**src/hdl/mini_ss_pkg.sv**
```systemverilog
/*
 * mini subsystem package
 * sizes, memory map, instruction encoding and the request/response
 * bus structs shared by the core, the arbiter and the RAM
 */
package mini_ss_pkg;

    // word address and data sizes
    localparam int addr_width = 10;
    localparam int data_width = 32;

    // memory map in word addresses
    localparam logic [addr_width-1:0] boot_addr = '0;
    localparam logic [addr_width-1:0] exit_addr = '1;

    // the core treats any opcode outside this list as halt
    typedef enum logic [3:0] {
        OP_LOAD  = 4'h1,
        OP_ADD   = 4'h2,
        OP_XOR   = 4'h3,
        OP_STORE = 4'h4,
        OP_HALT  = 4'hf
    } opcode_e;

    typedef struct packed {
        opcode_e               opcode;
        logic [17:0]           unused;
        logic [addr_width-1:0] operand;
    } instr_t;

    // request side of the req/gnt/rvalid handshake
    typedef struct packed {
        logic                  req;
        logic                  we;
        logic [addr_width-1:0] addr;
        logic [data_width-1:0] wdata;
    } mem_req_t;

    // response side where rvalid follows gnt by one cycle
    typedef struct packed {
        logic                  gnt;
        logic                  rvalid;
        logic [data_width-1:0] rdata;
    } mem_rsp_t;

    typedef enum logic [1:0] {
        ST_IDLE,
        ST_FETCH,
        ST_EXEC,
        ST_HALT
    } core_state_e;

endpackage

```
**src/hdl/mem_arbiter.sv**
```systemverilog
/*
 * memory arbiter
 * fixed priority of core data, core instruction and external port onto
 * one memory port. the granted index is kept for one cycle so the read
 * response goes back to its owner only
 */
module mem_arbiter (
    input  logic                  clk_i,
    input  logic                  arst_n_i,
    input  mini_ss_pkg::mem_req_t data_req_i,
    output mini_ss_pkg::mem_rsp_t data_rsp_o,
    input  mini_ss_pkg::mem_req_t instr_req_i,
    output mini_ss_pkg::mem_rsp_t instr_rsp_o,
    input  mini_ss_pkg::mem_req_t ext_req_i,
    output mini_ss_pkg::mem_rsp_t ext_rsp_o,
    output mini_ss_pkg::mem_req_t mem_req_o,
    input  mini_ss_pkg::mem_rsp_t mem_rsp_i
);

    // requester index is 0 for data, 1 for instr, 2 for ext and 3 for nobody
    logic [1:0] sel;
    logic [1:0] owner_q;

    function automatic mini_ss_pkg::mem_rsp_t route(
        input logic [1:0]            idx,
        input logic [1:0]            cur_sel,
        input logic [1:0]            owner,
        input mini_ss_pkg::mem_rsp_t rsp
    );
        mini_ss_pkg::mem_rsp_t res;
        res.gnt    = rsp.gnt && (cur_sel == idx);
        res.rvalid = rsp.rvalid && (owner == idx);
        res.rdata  = (owner == idx) ? rsp.rdata : '0;
        return res;
    endfunction

    always_comb begin
        if (data_req_i.req) begin
            sel       = 2'd0;
            mem_req_o = data_req_i;
        end else if (instr_req_i.req) begin
            sel       = 2'd1;
            mem_req_o = instr_req_i;
        end else if (ext_req_i.req) begin
            sel       = 2'd2;
            mem_req_o = ext_req_i;
        end else begin
            sel       = 2'd3;
            mem_req_o = '0;
        end
    end

    assign data_rsp_o  = route(2'd0, sel, owner_q, mem_rsp_i);
    assign instr_rsp_o = route(2'd1, sel, owner_q, mem_rsp_i);
    assign ext_rsp_o   = route(2'd2, sel, owner_q, mem_rsp_i);

    always_ff @(posedge clk_i or negedge arst_n_i) begin
        if (!arst_n_i) begin
            owner_q <= 2'd3;
        end else if (mem_req_o.req && mem_rsp_i.gnt) begin
            owner_q <= sel;
        end else begin
            owner_q <= 2'd3;
        end
    end

    a_one_gnt: assert property (@(posedge clk_i) disable iff (!arst_n_i)
        $onehot0({data_rsp_o.gnt, instr_rsp_o.gnt, ext_rsp_o.gnt}));

    // memory answers every granted access in the next cycle
    a_rvalid_follows: assert property (@(posedge clk_i) disable iff (!arst_n_i)
        mem_req_o.req && mem_rsp_i.gnt |=> mem_rsp_i.rvalid);

endmodule

```
**config.mk**
```make
export PLATFORM = sky130hd
export DESIGN_NAME = mem_arbiter
export DESIGN_NICKNAME = d
export VERILOG_FILES = /design/src/hdl/mini_ss_pkg.sv /design/src/hdl/mem_arbiter.sv
export SDC_FILE = /design/constraint.sdc
export NUM_CORES = 1
export LEC_CHECK = 0
export BUFFER_PORTS_ARGS = -buffer_cell sky130_fd_sc_hd__buf_4
export CORE_AREA = 2 2 122 124
export DETAILED_ROUTE_END_ITERATION = 8
export DIE_AREA = 0 0 124 126
export PLACE_DENSITY = 0.52
export REMOVE_ABC_BUFFERS = 1
export SLEW_MARGIN = 0
export SYNTH_ARGS = -nofsm -noshare
export SYNTH_HDL_FRONTEND = slang
export SYNTH_SLANG_ARGS = --single-unit
```
**constraint.sdc**
```tcl
create_clock -name clk_i -period 1.3 [get_ports clk_i]
set_clock_uncertainty 0.05 [all_clocks]
set_input_delay 0.195 -clock clk_i [delete_from_list [all_inputs] [get_ports clk_i]]
set_output_delay 0.195 -clock clk_i [all_outputs]
set_load 0.01 [all_outputs]
```
==> reports/results.tsv, run 1 <==
stage	metric	value	unit
global_route	grt_pass1_vias	3320	
detailed_routing	drt_iter0_drc	76	
final_layout	syn_to_final_growth	162	%
sta	fmax	581	MHz
final_layout	final_cell_mix	buf_4 (291), a21oi_1 (80), and2_1 (64), nor2b_1 (44), nand3b_1 (43)	
power	pwr-share-comb	75.7	%
setup_path	cp_slowest_cell	dfstp_2	
final_layout	top_regs	owner_q: 2 flops	
setup_path	worst-path-buf-inv	3	
detailed_routing	vias	3486	
power	vdd_drop_max	253	uV
clock_network	clkTransAtPathRegs	0.03	ns
setup_path	crit_chain	buf_6 -> nor2b_4 -> buf_12 -> and2_1 -> buf_4	
outcome	failed_checks	setup timing	
die	die_w	124	um
setup_path	cp-end-kind	output port	
place	place_congestion	0.761	
place	dp.cells	801	
logic_synthesis	yosysUniqueCellTypes	17	
detailed_routing	drc	0	
global_route	grt_max_degree	57	
setup_path	required	1.05	ns
setup_path	crit_arrival	1.48	ns
sta	rsz0062_at_grt	yes	
logic_synthesis	synth_area	1990	um2
setup_path	crit_type	reg2out	
final_layout	num_antenna_cells	0	
logic_synthesis	ys_warn_count	0	
clock_network	root_buffer	clkbuf_16	
clock_network	htreeDepth	1	
final_layout	drive_gt1_share	62.6	%
final_layout	regMostFlops	owner_q	
sta	max_slew_margin	84.1	%
power	p_switching	737	uW
die	die_h	126	um
place	place_worst_setup_slack	-0.372	ns
power	p_int	1.45	mW
global_route	grt.overflow.total	0	
setup_path	critical-path-max-stage-delay	0.54	ns
flow_run	maxCapViolations	0	
global_route	grt_pass1_wl	16.9	mm
sta	period_minus_slack	1.72	ns
sta	fin_crit_sh	132	%
final_layout	largest_reg_flops	2	
die	num_rows	44	
clock_network	cts_max_path_buffers	2	
sta	final-setup-viol-count	99	
clock_network	cts_tree	built	
die	coreArea	14300	um2
global_route	antenna_found_initial	0	
sta	drv_slew	0	
sta	hold_violations	0	
sta	tightest_slew	0.238	ns
power	p_leak	2.57	nW
power	switching_share	33.6	%
outcome	status	finished with violations	
logic_synthesis	avgSynthCellArea	6.24	um2
sta	fin_ws	-0.422	ns
logic_synthesis	ys_seq_area_share	2.64	%
hold_path	hold_path.class	in2reg	
detailed_routing	drt-wirelength-per-cell	15.1	um
power	pwr-share-clk	20.8	%
setup_path	critPathMaxFanout	33	
clock_network	cts_buffers	3	
detailed_routing	vias_per_cell	4.24	
clock_network	cts.sinks	2	
logic_synthesis	netlist_instances	319	
die	initial_core_util	13.9	%
detailed_routing	dr.pass1.iters	4	
final_layout	final_cells	823	
power	power.share.sequential	3.4	%
logic_synthesis	ys_ff_latch	2	
final_layout	layout_commonest_cell	buf_4	
sta	whs	0.138	ns
detailed_routing	wl	12.4	mm
place	io_buffer_count	313	
global_route	grt_usage	13.5	%
detailed_routing	ant_nets	0	
setup_path	crit_family	flip-flops	
die	pin_count	314	
power	p_per_area	421	nW/um2
final_layout	fillCellCount	1487	
place	dp_hpwl	9.45	mm
die	die_area	15600	um2
final_layout	nets	809	
power	p_total	2.19	mW
setup_path	worst_setup_path_start_kind	flip-flop	
## area by class of cell
| cell class | instances | area [um2] | area share, % |
|---|---|---|---|
| clock buffers | 3 | 75.1 | 1.44 |
| multi-input cells | 286 | 1870 | 35.9 |
| flip-flops and latches | 2 | 52.6 | 1.01 |
| well taps | 184 | 230 | 4.42 |
| repair buffers | 348 | 2980 | 57.2 |
## per-layer routing
metal  up-vias  global-route usage [%]  wire (um)
met3         4                    3.58       1270
met1      1589                    13.5       4380
met5         -                       0          0
met4         0                    1.52         85
met2       186                    27.8       6700
li1       1707                       -          -
## stage by stage
stage / TNS [ns] / area (um2) / utilization (%)
3_5_place_dp: -19.91 / 4570 / 32.0
5_1_grt: -37.40 / 5200 / 36.4
2_1_floorplan: -4.28 / 1780 / -
3_3_place_gp: -14.77 / 4570 / 32.0
6_report: -32.45 / 5200 / 36.4
4_1_cts: -32.27 / 4960 / 34.6
## cell usage after synthesis, drive strengths merged
cell type / n / area [um2]
dfstp: 2 / 52.6
a21oi: 86 / 430
nand2: 2 / 7.51
nor2: 2 / 10.0
nor2b: 46 / 303
nand3b: 43 / 323
or3: 1 / 6.26
clkbuf: 9 / 37.5
and2: 100 / 629
o21ai: 2 / 10.0
nor3: 1 / 5.00
buf: 25 / 175
## power by group through the flow
stage	clock network, mW	logic, mW	registers [mW]
global placement	0	1.47	0.0733
finish	0.456	1.66	0.0751
detailed placement	0	1.48	0.0739
global route	0.474	1.79	0.0761
floorplan	0	0.457	0.0756
CTS	0.463	1.58	0.0746
## worst paths after layout
path	cells after the start	to	slack (ns)	start
max	5	instr_rsp_o[21]	-0.42	owner_q[0]
min	2	owner_q[0]	0.14	mem_rsp_i[33]
max in group asynchronous	2	owner_q[1]	0.77	arst_n_i
min in group asynchronous	2	owner_q[0]	0.40	arst_n_i
## cell families (layout without fill, tap and decap cells)
group | count (synthesis) | after routing | share of synthesized area [%]
simple gates | 195 | 198 | 64.5
flops | 2 | 2 | 2.64
compound gates | 88 | 88 | 22.1
buf+inv | 34 | 351 | 10.7
## timing repair
| action | in CTS | in global routing |
|---|---|---|
| hold buffers | 1 | 0 |
| cloned | 4 | 5 |
| setup endpoints to repair | 112 | 110 |
| resized for setup | 61 | 32 |
| setup buffers | 8 | 1 |
| pin swaps | 8 | 26 |
| hold endpoints to repair | 2 | 0 |
Power figures use the tool's default switching activity.
==> run 2, diff against run 1 <==
CORE_AREA = 2 2 123 125   (was 2 2 122 124)
DIE_AREA = 0 0 125 127   (was 0 0 124 126)
PLACE_DENSITY = 0.5   (was 0.52)
REMOVE_ABC_BUFFERS = unset   (was 1)
clock period = 1.8 ns   (was 1.3 ns; I/O delays follow)
==> reports/results.tsv, run 2 (synthesized netlist as in run 1, its figures left out) <==
stage	metric	value	unit
sta	period_minus_slack	1.80	ns
clock_network	cts_max_path_buffers	2	
setup_path	crit_type	reg2out	
setup_path	worst_setup_path_start_kind	flip-flop	
global_route	grt_max_degree	47	
sta	fmax	557	MHz
detailed_routing	drt_iter0_drc	104	
detailed_routing	vias	3347	
detailed_routing	dr.pass1.iters	6	
final_layout	largest_reg_flops	2	
setup_path	crit_chain	nor2b_4 -> buf_12 -> clkbuf_16 -> and2_4 -> buf_6	
final_layout	nets	787	
place	io_buffer_count	313	
final_layout	stdcell_area	4860	um2
die	num_rows	44	
clock_network	cts_buffers	3	
final_layout	syn_to_final_growth	144	%
die	coreArea	14400	um2
final_layout	layout_commonest_cell	buf_4	
setup_path	startpoint	owner_q[1]	
setup_path	cp-end-kind	output port	
final_layout	fin_util	33.7	%
clock_network	cts.sinks	2	
global_route	grt_pass1_wl	16.4	mm
setup_path	critical-path-max-stage-delay	0.56	ns
sta	setup-tns-final	0	ns
setup_path	crit_arrival	1.48	ns
final_layout	drive_gt1_share	58.7	%
final_layout	top_regs	owner_q: 2 flops	
place	place_area	4490	um2
die	die_w	125	um
final_layout	num_antenna_cells	0	
detailed_routing	ant_nets	0	
setup_path	required	1.48	ns
clock_network	clkTransAtPathRegs	0.03	ns
die	pin_count	314	
die	die_h	127	um
detailed_routing	vias_per_cell	4.18	
place	place_congestion	0.848	
detailed_routing	wl	11.4	mm
sta	tightest_slew	0.567	ns
final_layout	regMostFlops	owner_q	
global_route	grt_usage	12.4	%
sta	fin_crit_sh	99.8	%
sta	final-setup-viol-count	0	
die	initial_core_util	13.8	%
logic_synthesis	synth_nets	487	
sta	max_slew_margin	62.1	%
sta	whs	0.190	ns
power	p_leak	2.41	nW
detailed_routing	drt-wirelength-per-cell	14.3	um
clock_network	cts_tree	built	
clock_network	htreeDepth	1	
sta	hold_violations	0	
sta	drv_slew	0	
die	die_area	15900	um2
setup_path	critPathMaxFanout	8	
power	p_per_area	310	nW/um2
hold_path	hp-start	mem_rsp_i[33]	
global_route	grt_pass1_vias	3109	
global_route	antenna_found_initial	0	
detailed_routing	drc	0	
flow_run	maxCapViolations	0	
place	dp_hpwl	9.23	mm
clock_network	root_buffer	clkbuf_16	
final_layout	final_cell_mix	buf_4 (290), a21oi_1 (86), and2_1 (74), nor2b_1 (44), nand3b_1 (43)	
outcome	status	complete, no violations	
global_route	grt.overflow.total	0	
sta	rsz0062_at_grt	yes	
hold_path	hold_path.class	in2reg	
setup_path	cp_slowest_cell	dfstp_2	
power	vdd_drop_max	201	uV
[run 2: cell types whose count changed in the layout (fill, tap and decap cells not counted), sizes merged]
cell and change:
clkbuf -3, buf -16, nor2 -3
[run 2: power by group]
group          total, mW  internal [mW]  switching, mW
logic               1.12          0.666          0.449
registers         0.0552         0.0506        0.00461
clock network      0.334          0.283         0.0515
[run 2: final timing paths]
check | depth (start not counted) | endpoint | slack [ns]
setup / recovery | 5 | ext_rsp_o[5] | 0.004
min in group asynchronous | 2 | owner_q[0] | 0.53
hold / removal | 2 | owner_q[0] | 0.19
max in group asynchronous | 2 | owner_q[1] | 1.15
[run 2: cell type report]
type	count	area, um2
Clock buffer	3	75.1
Fill cell	1533	9570
Tap cell	184	230
Timing Repair Buffer	329	2710
Sequential cell	2	52.6
Multi-Input combinational cell	283	1790
[run 2: routing by layer]
metal	vias up	part of all wire [%]	GRT usage [%]
li1	1657	-	-
met1	1475	37	14.0
met2	207	52	23.3
met3	8	10	3.77
met4	0	0.77	1.76
met5	-	0	0
[run 2: through the flow]
step | total power, mW | std cells | setup WS [ns]
final | 1.50 | 801 | 0.00408
after floorplan | 0.469 | 319 | 0.437
after global routing | 1.60 | 801 | -0.0374
after detailed placement | 1.10 | 790 | -0.0268
after CTS | 1.45 | 796 | -0.00841
after global placement | 1.09 | 790 | 0.0876
[run 2: repair_timing]
item | 4_1_cts | 5_1_grt
cloned | 0 | 3
buffers inserted | 2 | 2
endpoints found under the setup margin | 55 | 63
pin swaps | 0 | 26
hold endpoints to repair | 2 | 0
hold buffers | 1 | 0
gates resized for setup | 2 | 54
[run 2: worst max-delay path, delay by kind of cell (launching register included)]
| family | cells | cell delay (ns) |
|---|---|---|
| AND/OR/NAND/NOR | 2 | 0.30 |
| flip-flops | 1 | 0.56 |
| buffers and inverters | 3 | 0.39 |
==> run 3, diff against run 2 <==
SETUP_SLACK_MARGIN = 0.4   (was unset)
==> reports/results.tsv, run 3 (synthesized netlist as in run 1, its figures left out) <==
stage	metric	value	unit
detailed_routing	dr.pass1.iters	4	
global_route	grt.overflow.total	0	
global_route	grt_pass1_vias	3316	
final_layout	largest_reg_flops	2	
die	pin_count	314	
final_layout	top_regs	owner_q: 2 flops	
sta	fin_ws	0.0494	ns
final_layout	fin_util	35.3	%
die	coreArea	14400	um2
sta	tightest_slew	0.295	ns
clock_network	root_buffer	clkbuf_16	
clock_network	cts_buffers	3	
detailed_routing	ant_nets	0	
final_layout	stdcell_area	5100	um2
final_layout	multi_input_area	1800	um2
sta	fin_crit_sh	97.3	%
clock_network	htreeDepth	1	
clock_network	cts_tree	built	
global_route	grt_pass1_wl	17.9	mm
sta	fmax	571	MHz
place	place_area	4490	um2
place	place_congestion	0.848	
detailed_routing	wl	12.4	mm
setup_path	timing.critical_path.mode_cell	buf_4	
place	dp.cells	790	
clock_network	cts_max_path_buffers	2	
setup_path	critPathMaxFanout	17	
clock_network	cts.sinks	2	
setup_path	required	1.48	ns
place	dp_hpwl	9.23	mm
final_layout	regArea	52.6	um2
detailed_routing	routed-wl-met3	1.13	mm
final_layout	drive_gt1_share	59.0	%
detailed_routing	vias	3426	
sta	rsz0062_at_grt	yes	
logic_synthesis	synth_nets	487	
hold_path	hold_depth	2	
detailed_routing	vias_per_cell	4.21	
setup_path	crit_type	reg2out	
global_route	antenna_found_initial	0	
die	die_area	15900	um2
sta	final-setup-viol-count	0	
place	place_worst_setup_slack	-0.0268	ns
power	p_leak	2.52	nW
hold_path	hold_path.class	in2reg	
die	num_rows	44	
global_route	grt_max_degree	47	
final_layout	nets	800	
detailed_routing	wl_met2	6.53	mm
sta	period_minus_slack	1.75	ns
sta	drv_slew	0	
setup_path	crit_chain	buf_4 -> nor2_4 -> buf_12 -> and2_1 -> buf_4	
final_layout	final_cell_mix	buf_4 (304), and2_1 (83), a21oi_1 (80), nor2b_1 (44), nand3b_1 (43)	
final_layout	syn_to_final_growth	156	%
sta	max_slew_margin	80.3	%
power	p_per_area	309	nW/um2
detailed_routing	drc	0	
detailed_routing	wl_met1	4.60	mm
die	initial_core_util	13.8	%
clock_network	clkTransAtPathRegs	0.03	ns
final_layout	layout_commonest_cell	buf_4	
power	vdd_drop_max	201	uV
sta	setup-tns-final	0	ns
detailed_routing	drt-wirelength-per-cell	15.2	um
global_route	grt_usage	13.7	%
setup_path	critical-path-max-stage-delay	0.55	ns
outcome	status	complete, no violations	
die	die_w	125	um
final_layout	final_cells	814	
setup_path	crit_arrival	1.43	ns
setup_path	cp-end-kind	output port	
detailed_routing	top_layer	met4	
place	io_buffer_count	313	
setup_path	worst_setup_path_start_kind	flip-flop	
detailed_routing	drt_iter0_drc	96	
final_layout	regMostFlops	owner_q	
flow_run	maxCapViolations	0	
final_layout	num_antenna_cells	0	
die	die_h	127	um
sta	hold_violations	0	
setup_path	cp_slowest_cell	dfstp_2	
final_layout	fillCellCount	1513	
==> run 3: changes by cell type in the layout (fill, tap and decap cells not counted) <==
cell and change:
buf_4 +14, buf_6 -12, and2_4 -11, and2_1 +9, a21oi_1 -6, a21oi_2 +6
buf_16 +6, clkbuf_16 +3, and2_2 +2, buf_12 +1, nor2_4 +1
==> run 3: repair_timing <==
action / 4_1_cts / 5_1_grt
resized for setup: 24 / 26
pin swaps: 4 / 15
setup buffers: 7 / 2
hold endpoints to repair: 2 / 0
hold buffers: 1 / 0
cloned: 6 / 5
endpoints found under the setup margin: 144 / 114
==> run 3: layer usage <==
metal	vias up	GRT usage, %
li1	1690	-
met1	1523	15.5
met2	207	26.2
met3	6	3.77
met4	0	2.29
met5	-	0
==> run 3: where the power goes <==
| part | switching [mW] | internal, mW |
|---|---|---|
| Sequential | 0.00263 | 0.0505 |
| Combinational | 0.475 | 0.715 |
| Clock | 0.0509 | 0.283 |
| Total | 0.528 | 1.05 |
==> run 3: layout make-up <==
type	instances	share of cell area, %
Timing Repair Buffer	341	57.7
Multi-Input combinational cell	284	35.3
Clock buffer	3	1.47
Sequential cell	2	1.03
Tap cell	184	4.52
==> run 3: metrics by stage <==
stage,hold slack [ns],power (mW)
after floorplan,0.0722,0.469
after global placement,0.169,1.09
after detailed placement,0.171,1.10
after CTS,0.186,1.53
after global routing,0.213,1.68
final,0.189,1.58
==> run 3: critical path: cells and delay by family (launching register included) <==
family	cells	cell delay, ns
DFF	1	0.55
buffers and inverters	3	0.44
and+or+nand+nor	2	0.21
==> run 3: path summary, 6_finish.rpt <==
path	slack (ns)	start	end
max	0.05	owner_q[0]	data_rsp_o[22]
min	0.19	mem_rsp_i[33]	owner_q[1]
max in group asynchronous	1.15	arst_n_i	owner_q[1]
min in group asynchronous	0.53	arst_n_i	owner_q[0]
