===== src/hdl/mini_ss_pkg.sv =====
/*
 * mini subsystem package
 * sizes, memory map, instruction encoding and the request/response
 * bus structs shared by the core, the arbiter and the RAM
 */
package mini_ss_pkg;

    // word address and data sizes
    localparam int addr_width = 10;
    localparam int data_width = 32;

    // memory map in word addresses
    localparam logic [addr_width-1:0] boot_addr = '0;
    localparam logic [addr_width-1:0] exit_addr = '1;

    // the core treats any opcode outside this list as halt
    typedef enum logic [3:0] {
        OP_LOAD  = 4'h1,
        OP_ADD   = 4'h2,
        OP_XOR   = 4'h3,
        OP_STORE = 4'h4,
        OP_HALT  = 4'hf
    } opcode_e;

    typedef struct packed {
        opcode_e               opcode;
        logic [17:0]           unused;
        logic [addr_width-1:0] operand;
    } instr_t;

    // request side of the req/gnt/rvalid handshake
    typedef struct packed {
        logic                  req;
        logic                  we;
        logic [addr_width-1:0] addr;
        logic [data_width-1:0] wdata;
    } mem_req_t;

    // response side where rvalid follows gnt by one cycle
    typedef struct packed {
        logic                  gnt;
        logic                  rvalid;
        logic [data_width-1:0] rdata;
    } mem_rsp_t;

    typedef enum logic [1:0] {
        ST_IDLE,
        ST_FETCH,
        ST_EXEC,
        ST_HALT
    } core_state_e;

endpackage


===== src/hdl/mini_core.sv =====
/*
 * mini core
 * accumulator engine with separate instruction and data ports.
 * the next instruction word is prefetched into a one-entry buffer
 * while the data access of the current instruction is in flight
 */
module mini_core (
    input  logic                  clk_i,
    input  logic                  arst_n_i,
    input  logic                  fetch_enable_i,
    output mini_ss_pkg::mem_req_t instr_req_o,
    input  mini_ss_pkg::mem_rsp_t instr_rsp_i,
    output mini_ss_pkg::mem_req_t data_req_o,
    input  mini_ss_pkg::mem_rsp_t data_rsp_i,
    output logic                  halted_o
);

    mini_ss_pkg::core_state_e           state_q;
    logic [mini_ss_pkg::addr_width-1:0] pc_q;
    logic [mini_ss_pkg::data_width-1:0] acc_q;

    // prefetch buffer and fetch bookkeeping
    logic [mini_ss_pkg::data_width-1:0] pf_data_q;
    logic                               pf_valid_q;
    logic                               if_pending_q;

    // instruction under execution
    mini_ss_pkg::instr_t                cur_q;
    mini_ss_pkg::instr_t                pf_instr;
    logic                               d_issued_q;

    logic                               running;
    logic                               fetch_start;
    logic                               take_instr;

    assign running = (state_q == mini_ss_pkg::ST_FETCH) || (state_q == mini_ss_pkg::ST_EXEC);

    // fetch whenever the port is idle and the buffer has room.
    // an ungranted request stays up since nothing below can clear it before gnt
    assign fetch_start = running && !if_pending_q && !pf_valid_q;
    assign take_instr  = (state_q == mini_ss_pkg::ST_FETCH) && pf_valid_q;
    assign pf_instr    = mini_ss_pkg::instr_t'(pf_data_q);

    assign instr_req_o.req   = fetch_start;
    assign instr_req_o.we    = 1'b0;
    assign instr_req_o.addr  = pc_q;
    assign instr_req_o.wdata = '0;

    // one data access per operand instruction
    assign data_req_o.req   = (state_q == mini_ss_pkg::ST_EXEC) && !d_issued_q;
    assign data_req_o.we    = (cur_q.opcode == mini_ss_pkg::OP_STORE);
    assign data_req_o.addr  = cur_q.operand;
    assign data_req_o.wdata = acc_q;

    assign halted_o = (state_q == mini_ss_pkg::ST_HALT);

    always_ff @(posedge clk_i or negedge arst_n_i) begin
        if (!arst_n_i) begin
            state_q      <= mini_ss_pkg::ST_IDLE;
            pc_q         <= mini_ss_pkg::boot_addr;
            acc_q        <= '0;
            pf_valid_q   <= 1'b0;
            if_pending_q <= 1'b0;
            d_issued_q   <= 1'b0;
        end else begin
            // gnt and rvalid of the fetch port never meet in one cycle
            if (instr_req_o.req && instr_rsp_i.gnt) begin
                if_pending_q <= 1'b1;
                pc_q         <= pc_q + 1'b1;
            end else if (instr_rsp_i.rvalid) begin
                if_pending_q <= 1'b0;
                pf_valid_q   <= 1'b1;
            end

            case (state_q)
                mini_ss_pkg::ST_IDLE: begin
                    if (fetch_enable_i) begin
                        pc_q    <= mini_ss_pkg::boot_addr;
                        state_q <= mini_ss_pkg::ST_FETCH;
                    end
                end
                mini_ss_pkg::ST_FETCH: begin
                    if (take_instr) begin
                        pf_valid_q <= 1'b0;
                        d_issued_q <= 1'b0;
                        case (pf_instr.opcode)
                            mini_ss_pkg::OP_LOAD,
                            mini_ss_pkg::OP_ADD,
                            mini_ss_pkg::OP_XOR,
                            mini_ss_pkg::OP_STORE: state_q <= mini_ss_pkg::ST_EXEC;
                            default:               state_q <= mini_ss_pkg::ST_HALT;
                        endcase
                    end
                end
                mini_ss_pkg::ST_EXEC: begin
                    if (data_req_o.req && data_rsp_i.gnt) begin
                        d_issued_q <= 1'b1;
                    end
                    if (data_rsp_i.rvalid) begin
                        state_q <= mini_ss_pkg::ST_FETCH;
                        case (cur_q.opcode)
                            mini_ss_pkg::OP_LOAD: acc_q <= data_rsp_i.rdata;
                            mini_ss_pkg::OP_ADD:  acc_q <= acc_q + data_rsp_i.rdata;
                            mini_ss_pkg::OP_XOR:  acc_q <= acc_q ^ data_rsp_i.rdata;
                            default:              acc_q <= acc_q;
                        endcase
                    end
                end
                default: begin
                    // halted until the next reset
                    state_q <= mini_ss_pkg::ST_HALT;
                end
            endcase
        end
    end

    always_ff @(posedge clk_i) begin
        if (instr_rsp_i.rvalid) begin
            pf_data_q <= instr_rsp_i.rdata;
        end
        if (take_instr) begin
            cur_q <= pf_instr;
        end
    end

    // core is silent on both ports until fetch is enabled
    a_idle_quiet: assert property (@(posedge clk_i) disable iff (!arst_n_i)
        state_q == mini_ss_pkg::ST_IDLE |-> !data_req_o.req && !instr_req_o.req);

    // a fetch waiting for the arbiter keeps its address
    a_instr_req_stable: assert property (@(posedge clk_i) disable iff (!arst_n_i)
        instr_req_o.req && !instr_rsp_i.gnt |=> instr_req_o.req && $stable(instr_req_o.addr));

endmodule


===== config.mk =====
export PLATFORM = sky130hd
export DESIGN_NAME = mini_core
export DESIGN_NICKNAME = d
export VERILOG_FILES = /design/src/hdl/mini_ss_pkg.sv /design/src/hdl/mini_core.sv
export SDC_FILE = /design/constraint.sdc
export NUM_CORES = 1
export LEC_CHECK = 0
export BUFFER_PORTS_ARGS = -buffer_cell sky130_fd_sc_hd__buf_2
export CORE_MARGIN = 2
export CORE_UTILIZATION = 50
export CTS_CLUSTER_SIZE = 25
export DETAILED_ROUTE_END_ITERATION = 10
export GPL_TIMING_DRIVEN = 0
export PLACE_DENSITY = 0.74
export SETUP_SLACK_MARGIN = 0.05
export SYNTH_ARGS = -nofsm -noshare
export SYNTH_HDL_FRONTEND = slang
export SYNTH_SLANG_ARGS = --single-unit
export TNS_END_PERCENT = 20

===== constraint.sdc =====
create_clock -name clk_i -period 3.12 [get_ports clk_i]
set_input_delay 0 -clock clk_i [delete_from_list [all_inputs] [get_ports clk_i]]
set_output_delay 0 -clock clk_i [all_outputs]
set_load 0.01 [all_outputs]

==> qor.txt, run 1 <==
=====================================================================================
Outcome ................................................................ complete, but fails checks
Failing checks .........................................................  hold timing
Final HPWL DP ..........................................................     9.778 mm
Number of distinct library cells after synthesis .......................           67
Slack of the worst reg-to-reg path .....................................      0.22 ns
Synthesized area per cell ..............................................    8.947 µm²
Library cell with the largest summed area after synthesis .............. sky130_fd_sc_hd__dfrtp_1
Placed instance area ................................................... 0.006127 mm²
Achievable Freq ........................................................    344.8 MHz
TritonRoute pass-1 iters ...............................................            5
Synth Flop Type ........................................................ sky130_fd_sc_hd__dfrtp_1
Placement Setup Slack ..................................................    0.2762 ns
Number of resized instances in the post-cts repair step ................            0
Startpoint of the worst register-to-register path ......................     acc_q[4]
Share of synthesized registers carrying an async set or reset ..........       0.6267
Standard cell with the maximum stage delay on the critical path ........ sky130_fd_sc_hd__o31ai_1
Buffers from clock root to sink, at most ...............................            2
Total of buffers placed on input and output ports ......................          108
TritonCTS clock tree ...................................................         done
Syn Inst Count .........................................................          592
Aggregate negative setup slack .........................................         0 ns
Layout cell share with drive strength beyond 1 .........................       0.2339
Post-route clock period utilization ....................................       0.9295
Reported leakage power .................................................     3.244 nW
Cell Chain, Critical Path .............................................. ha_1, a21oi_1, nor2b_1, a21oi_1, o31ai_1, o31ai_2, a21oi_1, o21ai_1, xnor2_1, o31ai_1
R2R depth ..............................................................           10
Reg clk slew, reported paths ...........................................      0.09 ns
Antenna Cells ..........................................................            0
DIE HEIGHT .............................................................     106.9 µm
Worst EP required ......................................................      3.39 ns
Average detailed-routed wire length per instance .......................     14.84 µm
Worst IR drop on VDD ...................................................     469.3 µV
Commonest cells after routing, fill and taps aside ..................... sky130_fd_sc_hd__buf_2 (109), sky130_fd_sc_hd__a21oi_1 (65), sky130_fd_sc_hd__nand2_1 (55)
Crit path max-delay family ............................................. compound AO/OA/AOI/OAI gates
Unrepaired setup endpoints after global routing ........................           no
Clock sink total .......................................................           75
GRT Total Usage ........................................................       0.2444
Arrival time reported for the critical path endpoint ...................      3.17 ns
Bufs and invs on worst path ............................................            0
Antenna violations before repair .......................................            0
Slew at the pin closest to its max-slew limit ..........................     1.105 ns
Starting utilization of the core area ..................................       0.5130
Overall die width ......................................................     106.9 µm
Gp weighted congestion .................................................       0.9513
Clock H-tree levels ....................................................            3
Element type at the critical path end ..................................         flop
Post-synthesis register bit count ......................................           75
Worst Slack Setup Final ................................................    0.2201 ns
Most frequent standard cell in the layout excluding fill and tap cells . sky130_fd_sc_hd__buf_2
Class of the most critical setup path ..................................      reg2reg
Number of enable flip-flop cells after synthesis .......................           28
Global-route wire length before repair .................................     22.07 mm
Worst stage delay on the critical path .................................      0.51 ns
Cell repeated most along the worst path ................................ sky130_fd_sc_hd__a21oi_1
Number of rows created at floorplan ....................................           37
# nets final ...........................................................          894
P&R area growth vs syn .................................................       26.95%
Total power per unit cell area ......................................... 786.3 mW/mm²
Source of the worst hold timing path ................................... data_rsp_i[20]
Worst hold path cell count .............................................            3
Top cells by area, synth ............................................... sky130_fd_sc_hd__dfrtp_1 (22%), sky130_fd_sc_hd__edfxtp_1 (16%), sky130_fd_sc_hd__ha_1 (8.5%)
Remaining max-slew budget at the tightest pin ..........................       0.2636
Total clock buffers created by CTS .....................................            9
Clock root buffer ...................................................... sky130_fd_sc_hd__clkbuf_8
Via count of the first global-routing pass .............................         4759
Number of maximum-capacitance violations ...............................            0
Grt total ovfl .........................................................            0
Slew Viols, Final ......................................................            0
Core area ..............................................................  0.01032 mm²
Syn. warnings ..........................................................            0
Hold Crit Endpoint .....................................................    acc_q[20]
Total number of vias ...................................................         4899
Routed Antenna Nets ....................................................            0
Path type of the worst min-delay path ..................................       in2reg
Top Ports ..............................................................          160
Layout Skew ............................................................   0.01793 ns
Pin count of the biggest net entering global routing ...................           48
Top cell type's share of synthesized area ..............................       0.2221
Netlist area before placement .......................................... 0.005296 mm²
Final cell area excluding filler cells ................................. 0.006724 mm²
Maximum fanout count along the critical path ...........................            4
Smallest hold slack .................................................... -0.002746 ns
Post-CTS Setup Inserts .................................................            0
Non-filler cells in the finished layout ................................          927
Number of design rule violations left after detail routing .............            0
Worst setup SP type ....................................................         flop
Full die area ..........................................................  0.01143 mm²
Final Routed Wirelength ................................................     13.76 mm
Later-pin clock latency in the skew report .............................      0.37 ns
Portion of the post-synthesis area used by sequential elements .........       0.3808
Final setup violating endpoints ........................................            0
Crit path time final ...................................................     2.900 ns
Post-placement cell count ..............................................          868
Number of endpoints with negative hold slack in the final report .......            1
Reg-to-Reg End .........................................................    acc_q[30]
Vias per inst ..........................................................        5.285
Number of DRC markers in iteration 0 ...................................          352
=====================================================================================
power by group:
| part | switching (W) | internal (W) |
|---|---|---|
| Combinational | 0.00176 | 0.00127 |
| Sequential | 0.000232 | 0.00135 |
| Clock | 0.000392 | 0.000289 |
| Total | 0.00238 | 0.00291 |
metal layers:
layer	global-route usage	wire length, µm
met1	0.2945	5660
met2	0.4295	6751
met3	0.05167	1150
met4	0.08998	199
met5	0	0
synthesized netlist by cell type, types with 2 or more instances:
library cell and number:
sky130_fd_sc_hd__nor2_1 54, sky130_fd_sc_hd__nand2b_1 5, sky130_fd_sc_hd__a21o_1 9, sky130_fd_sc_hd__and2_1 3, sky130_fd_sc_hd__nor3_1 3, sky130_fd_sc_hd__xnor2_1 20
sky130_fd_sc_hd__a2111oi_0 2, sky130_fd_sc_hd__buf_1 4, sky130_fd_sc_hd__o21ai_0 37, sky130_fd_sc_hd__and3_1 11, sky130_fd_sc_hd__o22ai_1 3, sky130_fd_sc_hd__clkbuf_1 18
sky130_fd_sc_hd__o21ai_1 16, sky130_fd_sc_hd__nor2b_1 5, sky130_fd_sc_hd__buf_4 45, sky130_fd_sc_hd__o31ai_1 2, sky130_fd_sc_hd__o21a_1 3, sky130_fd_sc_hd__or3_1 5
sky130_fd_sc_hd__ha_1 36, sky130_fd_sc_hd__nand3_2 2, sky130_fd_sc_hd__a211oi_2 2, sky130_fd_sc_hd__xor2_1 16, sky130_fd_sc_hd__a31oi_1 2, sky130_fd_sc_hd__nand3_1 10
sky130_fd_sc_hd__dfrtp_1 47, sky130_fd_sc_hd__nand2_1 55, sky130_fd_sc_hd__a211oi_1 3, sky130_fd_sc_hd__o21bai_1 7, sky130_fd_sc_hd__nand4b_1 4, sky130_fd_sc_hd__a21oi_1 65
sky130_fd_sc_hd__inv_1 21, sky130_fd_sc_hd__nor3b_1 2, sky130_fd_sc_hd__mux2i_1 7, sky130_fd_sc_hd__nand4_1 6, sky130_fd_sc_hd__edfxtp_1 28, sky130_fd_sc_hd__o211ai_1 3
sequential cells by signal (all words and copies together), names as in the netlist:
signal / flops
pf_data_q: 14
pc_q: 10
acc_q: 32
state_q: 2
data_req_o: 10
cur_q: 4
pf_valid_q: 1
d_issued_q: 1
if_pending_q: 1
metrics by stage:
step	hold WS [ns]	utilization	power [W]
6_report	-0.002746	0.6513	0.005287
5_1_grt	0.03244	0.6513	0.005698
4_1_cts	0.0001890	0.6513	0.005252
2_1_floorplan	-0.2956	-	0.003712
3_5_place_dp	0.1781	0.5935	0.004515
3_3_place_gp	0.1764	0.5935	0.004431
final cells by class:
cell class	count	area (µm²)
tap	136	170.2
fill	868	3600
sequential	75	2017
clock buffer	10	127.6
multi-input combinational	459	2890
timing repair buffer	151	970.9
inverter	21	78.83
clock inverter	6	38.79
buffer	69	430.4
worst min-delay path, delay by kind of cell:
kind            cells  cell delay (ns)
buf+inv             1             0.10
compound gates      2             0.23
cell families after synthesis:
logic type,synth area share
other,0.0007080
buffers and inverters,0.09615
DFF,0.3808
adders and majority gates,0.08883
AOI/OAI and AO/OA,0.2020
muxes,0.01323
and+or+nand+nor,0.1588
xor gates and xnor gates,0.05953
worst max-delay path by stage:
stage,slack (ns),end,cells past startpoint,start
after floorplan,0.76,acc_q[30],10,acc_q[4]
after global placement,0.33,acc_q[30],10,acc_q[4]
after detailed placement,0.28,acc_q[30],10,acc_q[4]
after CTS,0.24,acc_q[30],10,acc_q[4]
after global routing,0.1,acc_q[30],10,acc_q[4]
final,0.22,acc_q[30],10,acc_q[4]
what timing repair did:
| item | in CTS | in global routing |
|---|---|---|
| hold endpoints to repair | 89 | 0 |
| hold buffers | 43 | 0 |
| endpoints found under the setup margin | 0 | 0 |
Power figures use the tool's default switching activity.
==> inputs of run 2 (changes only) <==
--- a/config.mk
+++ b/config.mk
@@ -12,6 +12,7 @@
 export DETAILED_ROUTE_END_ITERATION = 10
 export GPL_TIMING_DRIVEN = 0
 export PLACE_DENSITY = 0.74
+export RECOVER_POWER = 25
 export SETUP_SLACK_MARGIN = 0.05
 export SYNTH_ARGS = -nofsm -noshare
 export SYNTH_HDL_FRONTEND = slang
==> run 2 against run 1 <==
Net effect: the flow still finishes with violations (hold timing); combinational power about the same; global-route usage unchanged; sequential power about the same.
==> qor.txt, run 2 (synthesis gave the netlist of run 1 again) <==
=====================================================================================
Slew at the pin closest to its max-slew limit ..........................     1.105 ns
Crit path time final ...................................................     2.904 ns
Total of buffers placed on input and output ports ......................          108
Post-placement cell count ..............................................          868
Clock root buffer ...................................................... sky130_fd_sc_hd__clkbuf_8
Remaining max-slew budget at the tightest pin ..........................       0.2635
# nets final ...........................................................          894
Later-pin clock latency in the skew report .............................      0.37 ns
Total of fill cells in the finished design .............................          875
Startpoint of the worst register-to-register path ......................     acc_q[4]
Gp weighted congestion .................................................       0.9513
Layout Skew ............................................................   0.01832 ns
Unrepaired setup endpoints after global routing ........................           no
Non-filler cells in the finished layout ................................          927
Top Ports ..............................................................          160
Largest register FFs ...................................................           32
Total number of vias ...................................................         4897
Class of the most critical setup path ..................................      reg2reg
Via count of the first global-routing pass .............................         4759
Post-CTS Setup Inserts .................................................            0
Cell repeated most along the worst path ................................ sky130_fd_sc_hd__a21oi_1
Crit path max-delay family ............................................. compound AO/OA/AOI/OAI gates
Post-route clock period utilization ....................................       0.9306
Clock H-tree levels ....................................................            3
Standard cell with the maximum stage delay on the critical path ........ sky130_fd_sc_hd__o31ai_1
Final HPWL DP ..........................................................     9.778 mm
Most frequent standard cell in the layout excluding fill and tap cells . sky130_fd_sc_hd__buf_2
Critical path origin ...................................................     acc_q[4]
Arrival time reported for the critical path endpoint ...................      3.17 ns
Worst stage delay on the critical path .................................      0.51 ns
Worst setup SP type ....................................................         flop
Source of the worst hold timing path ................................... data_rsp_i[20]
Largest register by flop count .........................................        acc_q
Path type of the worst min-delay path ..................................       in2reg
Antenna violations before repair .......................................            0
Number of maximum-capacitance violations ...............................            0
Core area ..............................................................  0.01032 mm²
Starting utilization of the core area ..................................       0.5130
Aggregate negative setup slack .........................................         0 ns
Full die area ..........................................................  0.01143 mm²
Reg clk slew, reported paths ...........................................      0.09 ns
Bufs and invs on worst path ............................................            0
Final setup violating endpoints ........................................            0
Slew Viols, Final ......................................................            0
Number of resized instances in the post-cts repair step ................            0
Overall die width ......................................................     106.9 µm
Total power per unit cell area ......................................... 786.2 mW/mm²
Number of DRC markers in iteration 0 ...................................          354
DIE HEIGHT .............................................................     106.9 µm
GRT Total Usage ........................................................       0.2444
Reported leakage power .................................................     3.209 nW
Element type at the critical path end ..................................         flop
Number of rows created at floorplan ....................................           37
Outcome ................................................................ complete, but fails checks
P&R area growth vs syn .................................................       26.72%
Vias per inst ..........................................................        5.283
Grt total ovfl .........................................................            0
Number of endpoints with negative hold slack in the final report .......            1
Achievable Freq ........................................................    344.4 MHz
TritonRoute pass-1 iters ...............................................            5
TritonCTS clock tree ...................................................         done
Worst EP required ......................................................      3.39 ns
Clock sink total .......................................................           75
Number of design rule violations left after detail routing .............            0
Buffers from clock root to sink, at most ...............................            2
Failing checks .........................................................  hold timing
Maximum fanout count along the critical path ...........................            4
Registers with the most flip-flops ..................................... acc_q (32), pf_data_q (14)
Final Routed Wirelength ................................................     13.78 mm
Commonest cells after routing, fill and taps aside ..................... sky130_fd_sc_hd__buf_2 (99), sky130_fd_sc_hd__a21oi_1 (65), sky130_fd_sc_hd__nand2_1 (55)
Layout cell share with drive strength beyond 1 .........................       0.2212
Antenna Cells ..........................................................            0
Pin count of the biggest net entering global routing ...................           48
Global-route wire length before repair .................................     22.07 mm
Cell Chain, Critical Path .............................................. ha_1, a21oi_1, nor2b_1, a21oi_1, o31ai_1, o31ai_2, a21oi_1, o21ai_1, xnor2_1, o31ai_1
Routed Antenna Nets ....................................................            0
Smallest hold slack .................................................... -0.002706 ns
Worst IR drop on VDD ...................................................     469.3 µV
Average detailed-routed wire length per instance .......................     14.86 µm
Total clock buffers created by CTS .....................................            9
=====================================================================================
-- run 2: cell count changes in the layout (fill, tap and decap cells not counted), sizes merged --
cell    delta
buf       -10
clkbuf    +10
-- run 2: worst paths after layout --
| path | cells after the start | endpoint | slack (ns) |
|---|---|---|---|
| worst max-delay path | 10 | acc_q[30] | 0.22 |
| worst min-delay path | 3 | acc_q[20] | -0.003 |
| worst max register to register | 10 | acc_q[30] | 0.22 |
| worst min register to register | 0 | data_req_o[36] | 0.41 |
| max in group asynchronous | 2 | acc_q[0] | 2.05 |
| min in group asynchronous | 2 | acc_q[13] | 0.37 |
-- run 2: worst min-delay path, cell delays in order --
cell                      delay, ns
sky130_fd_sc_hd__buf_2         0.10
sky130_fd_sc_hd__o21ai_0       0.07
sky130_fd_sc_hd__o21ai_0       0.16
-- run 2: power by group --
group	leakage [nW]	total [W]	internal (W)	switching, W
clock network	0.0845	0.000681	0.000289	0.000392
registers	0.872	0.00158	0.00135	0.000234
logic	2.25	0.00302	0.00126	0.00176
-- run 2: final cells by class --
cell class / count / area (µm²) / share of cell area
clock buffers: 10 / 127.6 / 0.01902
clock inverters: 6 / 38.79 / 0.005779
repair buffers: 151 / 958.4 / 0.1428
well taps: 136 / 170.2 / 0.02535
inverters: 21 / 78.83 / 0.01174
plain buffers: 69 / 430.4 / 0.06413
flip-flops and latches: 75 / 2017 / 0.3005
multi-input cells: 459 / 2890 / 0.4306
-- run 2: stage by stage --
stage	hold WS [ns]	util	setup WS, ns	cell area (µm²)	power, W
after floorplan	-0.2956	-	0.7623	5416	0.003712
after global placement	0.1764	0.5935	0.3302	6127	0.004431
after detailed placement	0.1781	0.5935	0.2762	6127	0.004515
after CTS	0.0001890	0.6513	0.2445	6724	0.005252
after global routing	0.03244	0.6501	0.09327	6711	0.005687
final	-0.002706	0.6501	0.2165	6711	0.005276
-- run 2: metal layers --
layer	track usage	wire length (µm)
met5	0	0
met4	0.08998	199
met3	0.05167	1137
met2	0.4295	6757
met1	0.2945	5682
-- run 2: what timing repair did --
item,CTS,global route
setup endpoints to repair,0,0
hold buffers,43,0
endpoints found under the hold margin,89,0
==> inputs of run 3 (changes only) <==
--- a/config.mk
+++ b/config.mk
@@ -6,12 +6,14 @@
 export NUM_CORES = 1
 export LEC_CHECK = 0
 export BUFFER_PORTS_ARGS = -buffer_cell sky130_fd_sc_hd__buf_2
+export CELL_PAD_IN_SITES_DETAIL_PLACEMENT = 1
+export CELL_PAD_IN_SITES_GLOBAL_PLACEMENT = 1
 export CORE_MARGIN = 2
-export CORE_UTILIZATION = 50
+export CORE_UTILIZATION = 39
 export CTS_CLUSTER_SIZE = 25
 export DETAILED_ROUTE_END_ITERATION = 10
 export GPL_TIMING_DRIVEN = 0
-export PLACE_DENSITY = 0.74
+export PLACE_DENSITY = 0.78
 export RECOVER_POWER = 25
 export SETUP_SLACK_MARGIN = 0.05
 export SYNTH_ARGS = -nofsm -noshare
==> run 3 against run 2 <==
Net effect: the flow now finishes without violations; register-to-register slack gained 0.09 ns; critical path depth grew 2; sequential share of layout area shrank 0.71 points; clock power grew 60%; maximum frequency grew 3.2%; flip-flop and latch count is the same; first-iteration DRC count shrank 57%; core utilization shrank 13 points; final area grew 2.4%; global-route usage shrank 1.0 points; cell count grew 4.0%; die area grew 27%; largest power group unchanged; highest routed layer unchanged.
==> qor.txt, run 3 (synthesis gave the netlist of run 1 again) <==
=====================================================================================
GRT Total Usage ........................................................       0.2343
GRT met3 Usage .........................................................      0.06887
Area taken by flip-flops and latches ................................... 0.002017 mm²
Slack of the worst reg-to-reg path .....................................      0.31 ns
Utilization after layout ...............................................       0.5191
Total power per unit cell area ......................................... 842.2 mW/mm²
Reported leakage power .................................................     3.256 nW
TritonRoute pass-1 iters ...............................................            4
# nets final ...........................................................          891
Final HPWL DP ..........................................................     11.94 mm
Slew at the pin closest to its max-slew limit ..........................     1.162 ns
Buffers from clock root to sink, at most ...............................            2
Full die area ..........................................................  0.01453 mm²
Number of DRC markers in iteration 0 ...................................          153
Cell Chain, Critical Path .............................................. ha_1, inv_1, fa_1, nor2b_2, o21bai_1, a211oi_2, o22ai_1, o211ai_2, nand2_1, o21ai_1, xnor2_1, a311oi_1
Worst IR drop on VDD ...................................................     540.3 µV
Post-route clock period utilization ....................................       0.9020
Non-filler cells in the finished layout ................................          964
Startpoint of the worst register-to-register path ......................     acc_q[0]
Via count of the first global-routing pass .............................         5342
Busiest metal layer after global routing ...............................         met2
Grt total ovfl .........................................................            0
Commonest cells after routing, fill and taps aside ..................... sky130_fd_sc_hd__buf_2 (99), sky130_fd_sc_hd__a21oi_1 (65), sky130_fd_sc_hd__nand2_1 (55)
Last element of the critical path ......................................    acc_q[24]
Total of buffers placed on input and output ports ......................          108
Antenna violations before repair .......................................            0
Post-CTS Setup Inserts .................................................            0
Largest register by flop count .........................................        acc_q
Gp weighted congestion .................................................       0.9416
Remaining max-slew budget at the tightest pin ..........................       0.2256
Total of fill cells in the finished design .............................         1597
Clock H-tree levels ....................................................            3
P&R area growth vs syn .................................................       29.79%
Critical path origin ...................................................     acc_q[0]
Routed Antenna Nets ....................................................            0
Layout cell share with drive strength beyond 1 .........................       0.2259
Worst setup SP type ....................................................         flop
TritonCTS clock tree ...................................................         done
Maximum fanout count along the critical path ...........................            4
Later-pin clock latency in the skew report .............................      0.36 ns
R2R depth ..............................................................           12
Largest register FFs ...................................................           32
Smallest hold slack ....................................................  0.003793 ns
Achievable Freq ........................................................    355.3 MHz
Number of design rule violations left after detail routing .............            0
Global-route wire length before repair .................................     26.58 mm
Number of endpoints with negative hold slack in the final report .......            0
Layout Skew ............................................................  0.008720 ns
Met2 track demand over resource ........................................       0.4128
Worst stage delay on the critical path .................................      0.40 ns
Antenna Cells ..........................................................            0
Overall die width ......................................................     120.5 µm
Pin count of the biggest net entering global routing ...................           48
Core area ..............................................................  0.01324 mm²
DIE HEIGHT .............................................................     120.5 µm
Global routing usage on met1 ...........................................       0.2775
Post-placement cell count ..............................................          908
Slew Viols, Final ......................................................            0
Crit path time final ...................................................     2.814 ns
Worst EP required ......................................................      3.35 ns
Element type at the critical path end ..................................         flop
Vias per inst ..........................................................        5.148
Path type of the worst min-delay path ..................................       in2reg
Average detailed-routed wire length per instance .......................     17.02 µm
Final Routed Wirelength ................................................     16.40 mm
Starting utilization of the core area ..................................       0.3999
Total number of vias ...................................................         4963
Clock root buffer ...................................................... sky130_fd_sc_hd__clkbuf_16
Standard cell with the maximum stage delay on the critical path ........ sky130_fd_sc_hd__fa_1
Reg clk slew, reported paths ...........................................      0.07 ns
Class of the most critical setup path ..................................      reg2reg
Arrival time reported for the critical path endpoint ...................      3.04 ns
Unrepaired setup endpoints after global routing ........................           no
Final setup violating endpoints ........................................            0
Most frequent standard cell in the layout excluding fill and tap cells . sky130_fd_sc_hd__buf_2
Number of maximum-capacitance violations ...............................            0
Reg-to-Reg End .........................................................    acc_q[24]
Top Ports ..............................................................          160
Registers with the most flip-flops ..................................... acc_q (32), pf_data_q (14)
Outcome ................................................................ finished, final reports clean
Number of rows created at floorplan ....................................           42
Clock sink total .......................................................           75
Aggregate negative setup slack .........................................         0 ns
Area of combinational cells with multiple inputs ....................... 0.002897 mm²
Total clock buffers created by CTS .....................................            9
=====================================================================================
run 3: cell types whose count changed in the layout (fill, tap and decap cells not counted), moves of 2 or more:
cell | previous run | this run
sky130_fd_sc_hd__inv_8 | 0 | 4
sky130_fd_sc_hd__clkbuf_16 | 0 | 9
sky130_fd_sc_hd__clkbuf_8 | 9 | 0
sky130_fd_sc_hd__clkinv_2 | 2 | 0
sky130_fd_sc_hd__dlygate4sd3_1 | 43 | 40
run 3: worst max-delay path: cells and delay by family (launching register included):
kind                     cells  cell delay, ns
AO/OA/AOI/OAI                6            1.29
XOR/XNOR                     1            0.09
adder cells (fa/ha/maj)      2            0.58
buffers and inverters        1            0.06
flip-flops                   1            0.37
AND/OR/NAND/NOR              2            0.29
run 3: how the worst min path moves through the flow:
stage / from / endpoint / slack [ns] / cells after the start
2_1_floorplan: arst_n_i / acc_q[0] / -0.30 / 0
3_3_place_gp: instr_rsp_i[3] / pf_data_q[3] / 0.18 / 1
3_5_place_dp: instr_rsp_i[5] / pf_data_q[5] / 0.18 / 1
4_1_cts: data_rsp_i[7] / acc_q[7] / 0.001 / 3
5_1_grt: data_rsp_i[19] / acc_q[19] / 0.03 / 4
6_report: data_rsp_i[7] / acc_q[7] / 0.004 / 3
run 3: routing by layer:
metal	vias up	wire (µm)
li1	2405	-
met5	-	0
met3	18	1107
met4	0	292
met1	2402	6888
met2	138	8115
run 3: repair_timing:
| item | 4_1_cts | 5_1_grt |
|---|---|---|
| hold buffers | 40 | 0 |
| endpoints found under the hold margin | 86 | 0 |
| setup endpoints to repair | 0 | 1 |
| gates resized for setup | 0 | 2 |
run 3: power breakdown:
part           total, W  internal (W)  leakage (nW)  switching (W)
clock network   0.00109      0.000572         0.147       0.000516
logic           0.00312       0.00127          2.24        0.00185
registers       0.00158       0.00135         0.872       0.000236
run 3: area by class of cell:
cell class | instances | share of cell area
clock buffers | 9 | 0.03276
repair buffers | 148 | 0.1351
clock inverters | 7 | 0.01129
well taps | 176 | 0.03203
inverters | 21 | 0.01147
plain buffers | 69 | 0.06261
flip-flops and latches | 75 | 0.2934
multi-input cells | 459 | 0.4214
run 3: through the flow:
stage / power, W / setup slack (ns) / cell area (µm²)
after floorplan: 0.003712 / 0.7623 / 5416
after global placement: 0.004492 / 0.2724 / 6177
after detailed placement: 0.004637 / 0.2149 / 6177
after CTS: 0.005813 / 0.1732 / 6880
after global routing: 0.006252 / 0.08541 / 6874
final: 0.005789 / 0.3056 / 6874
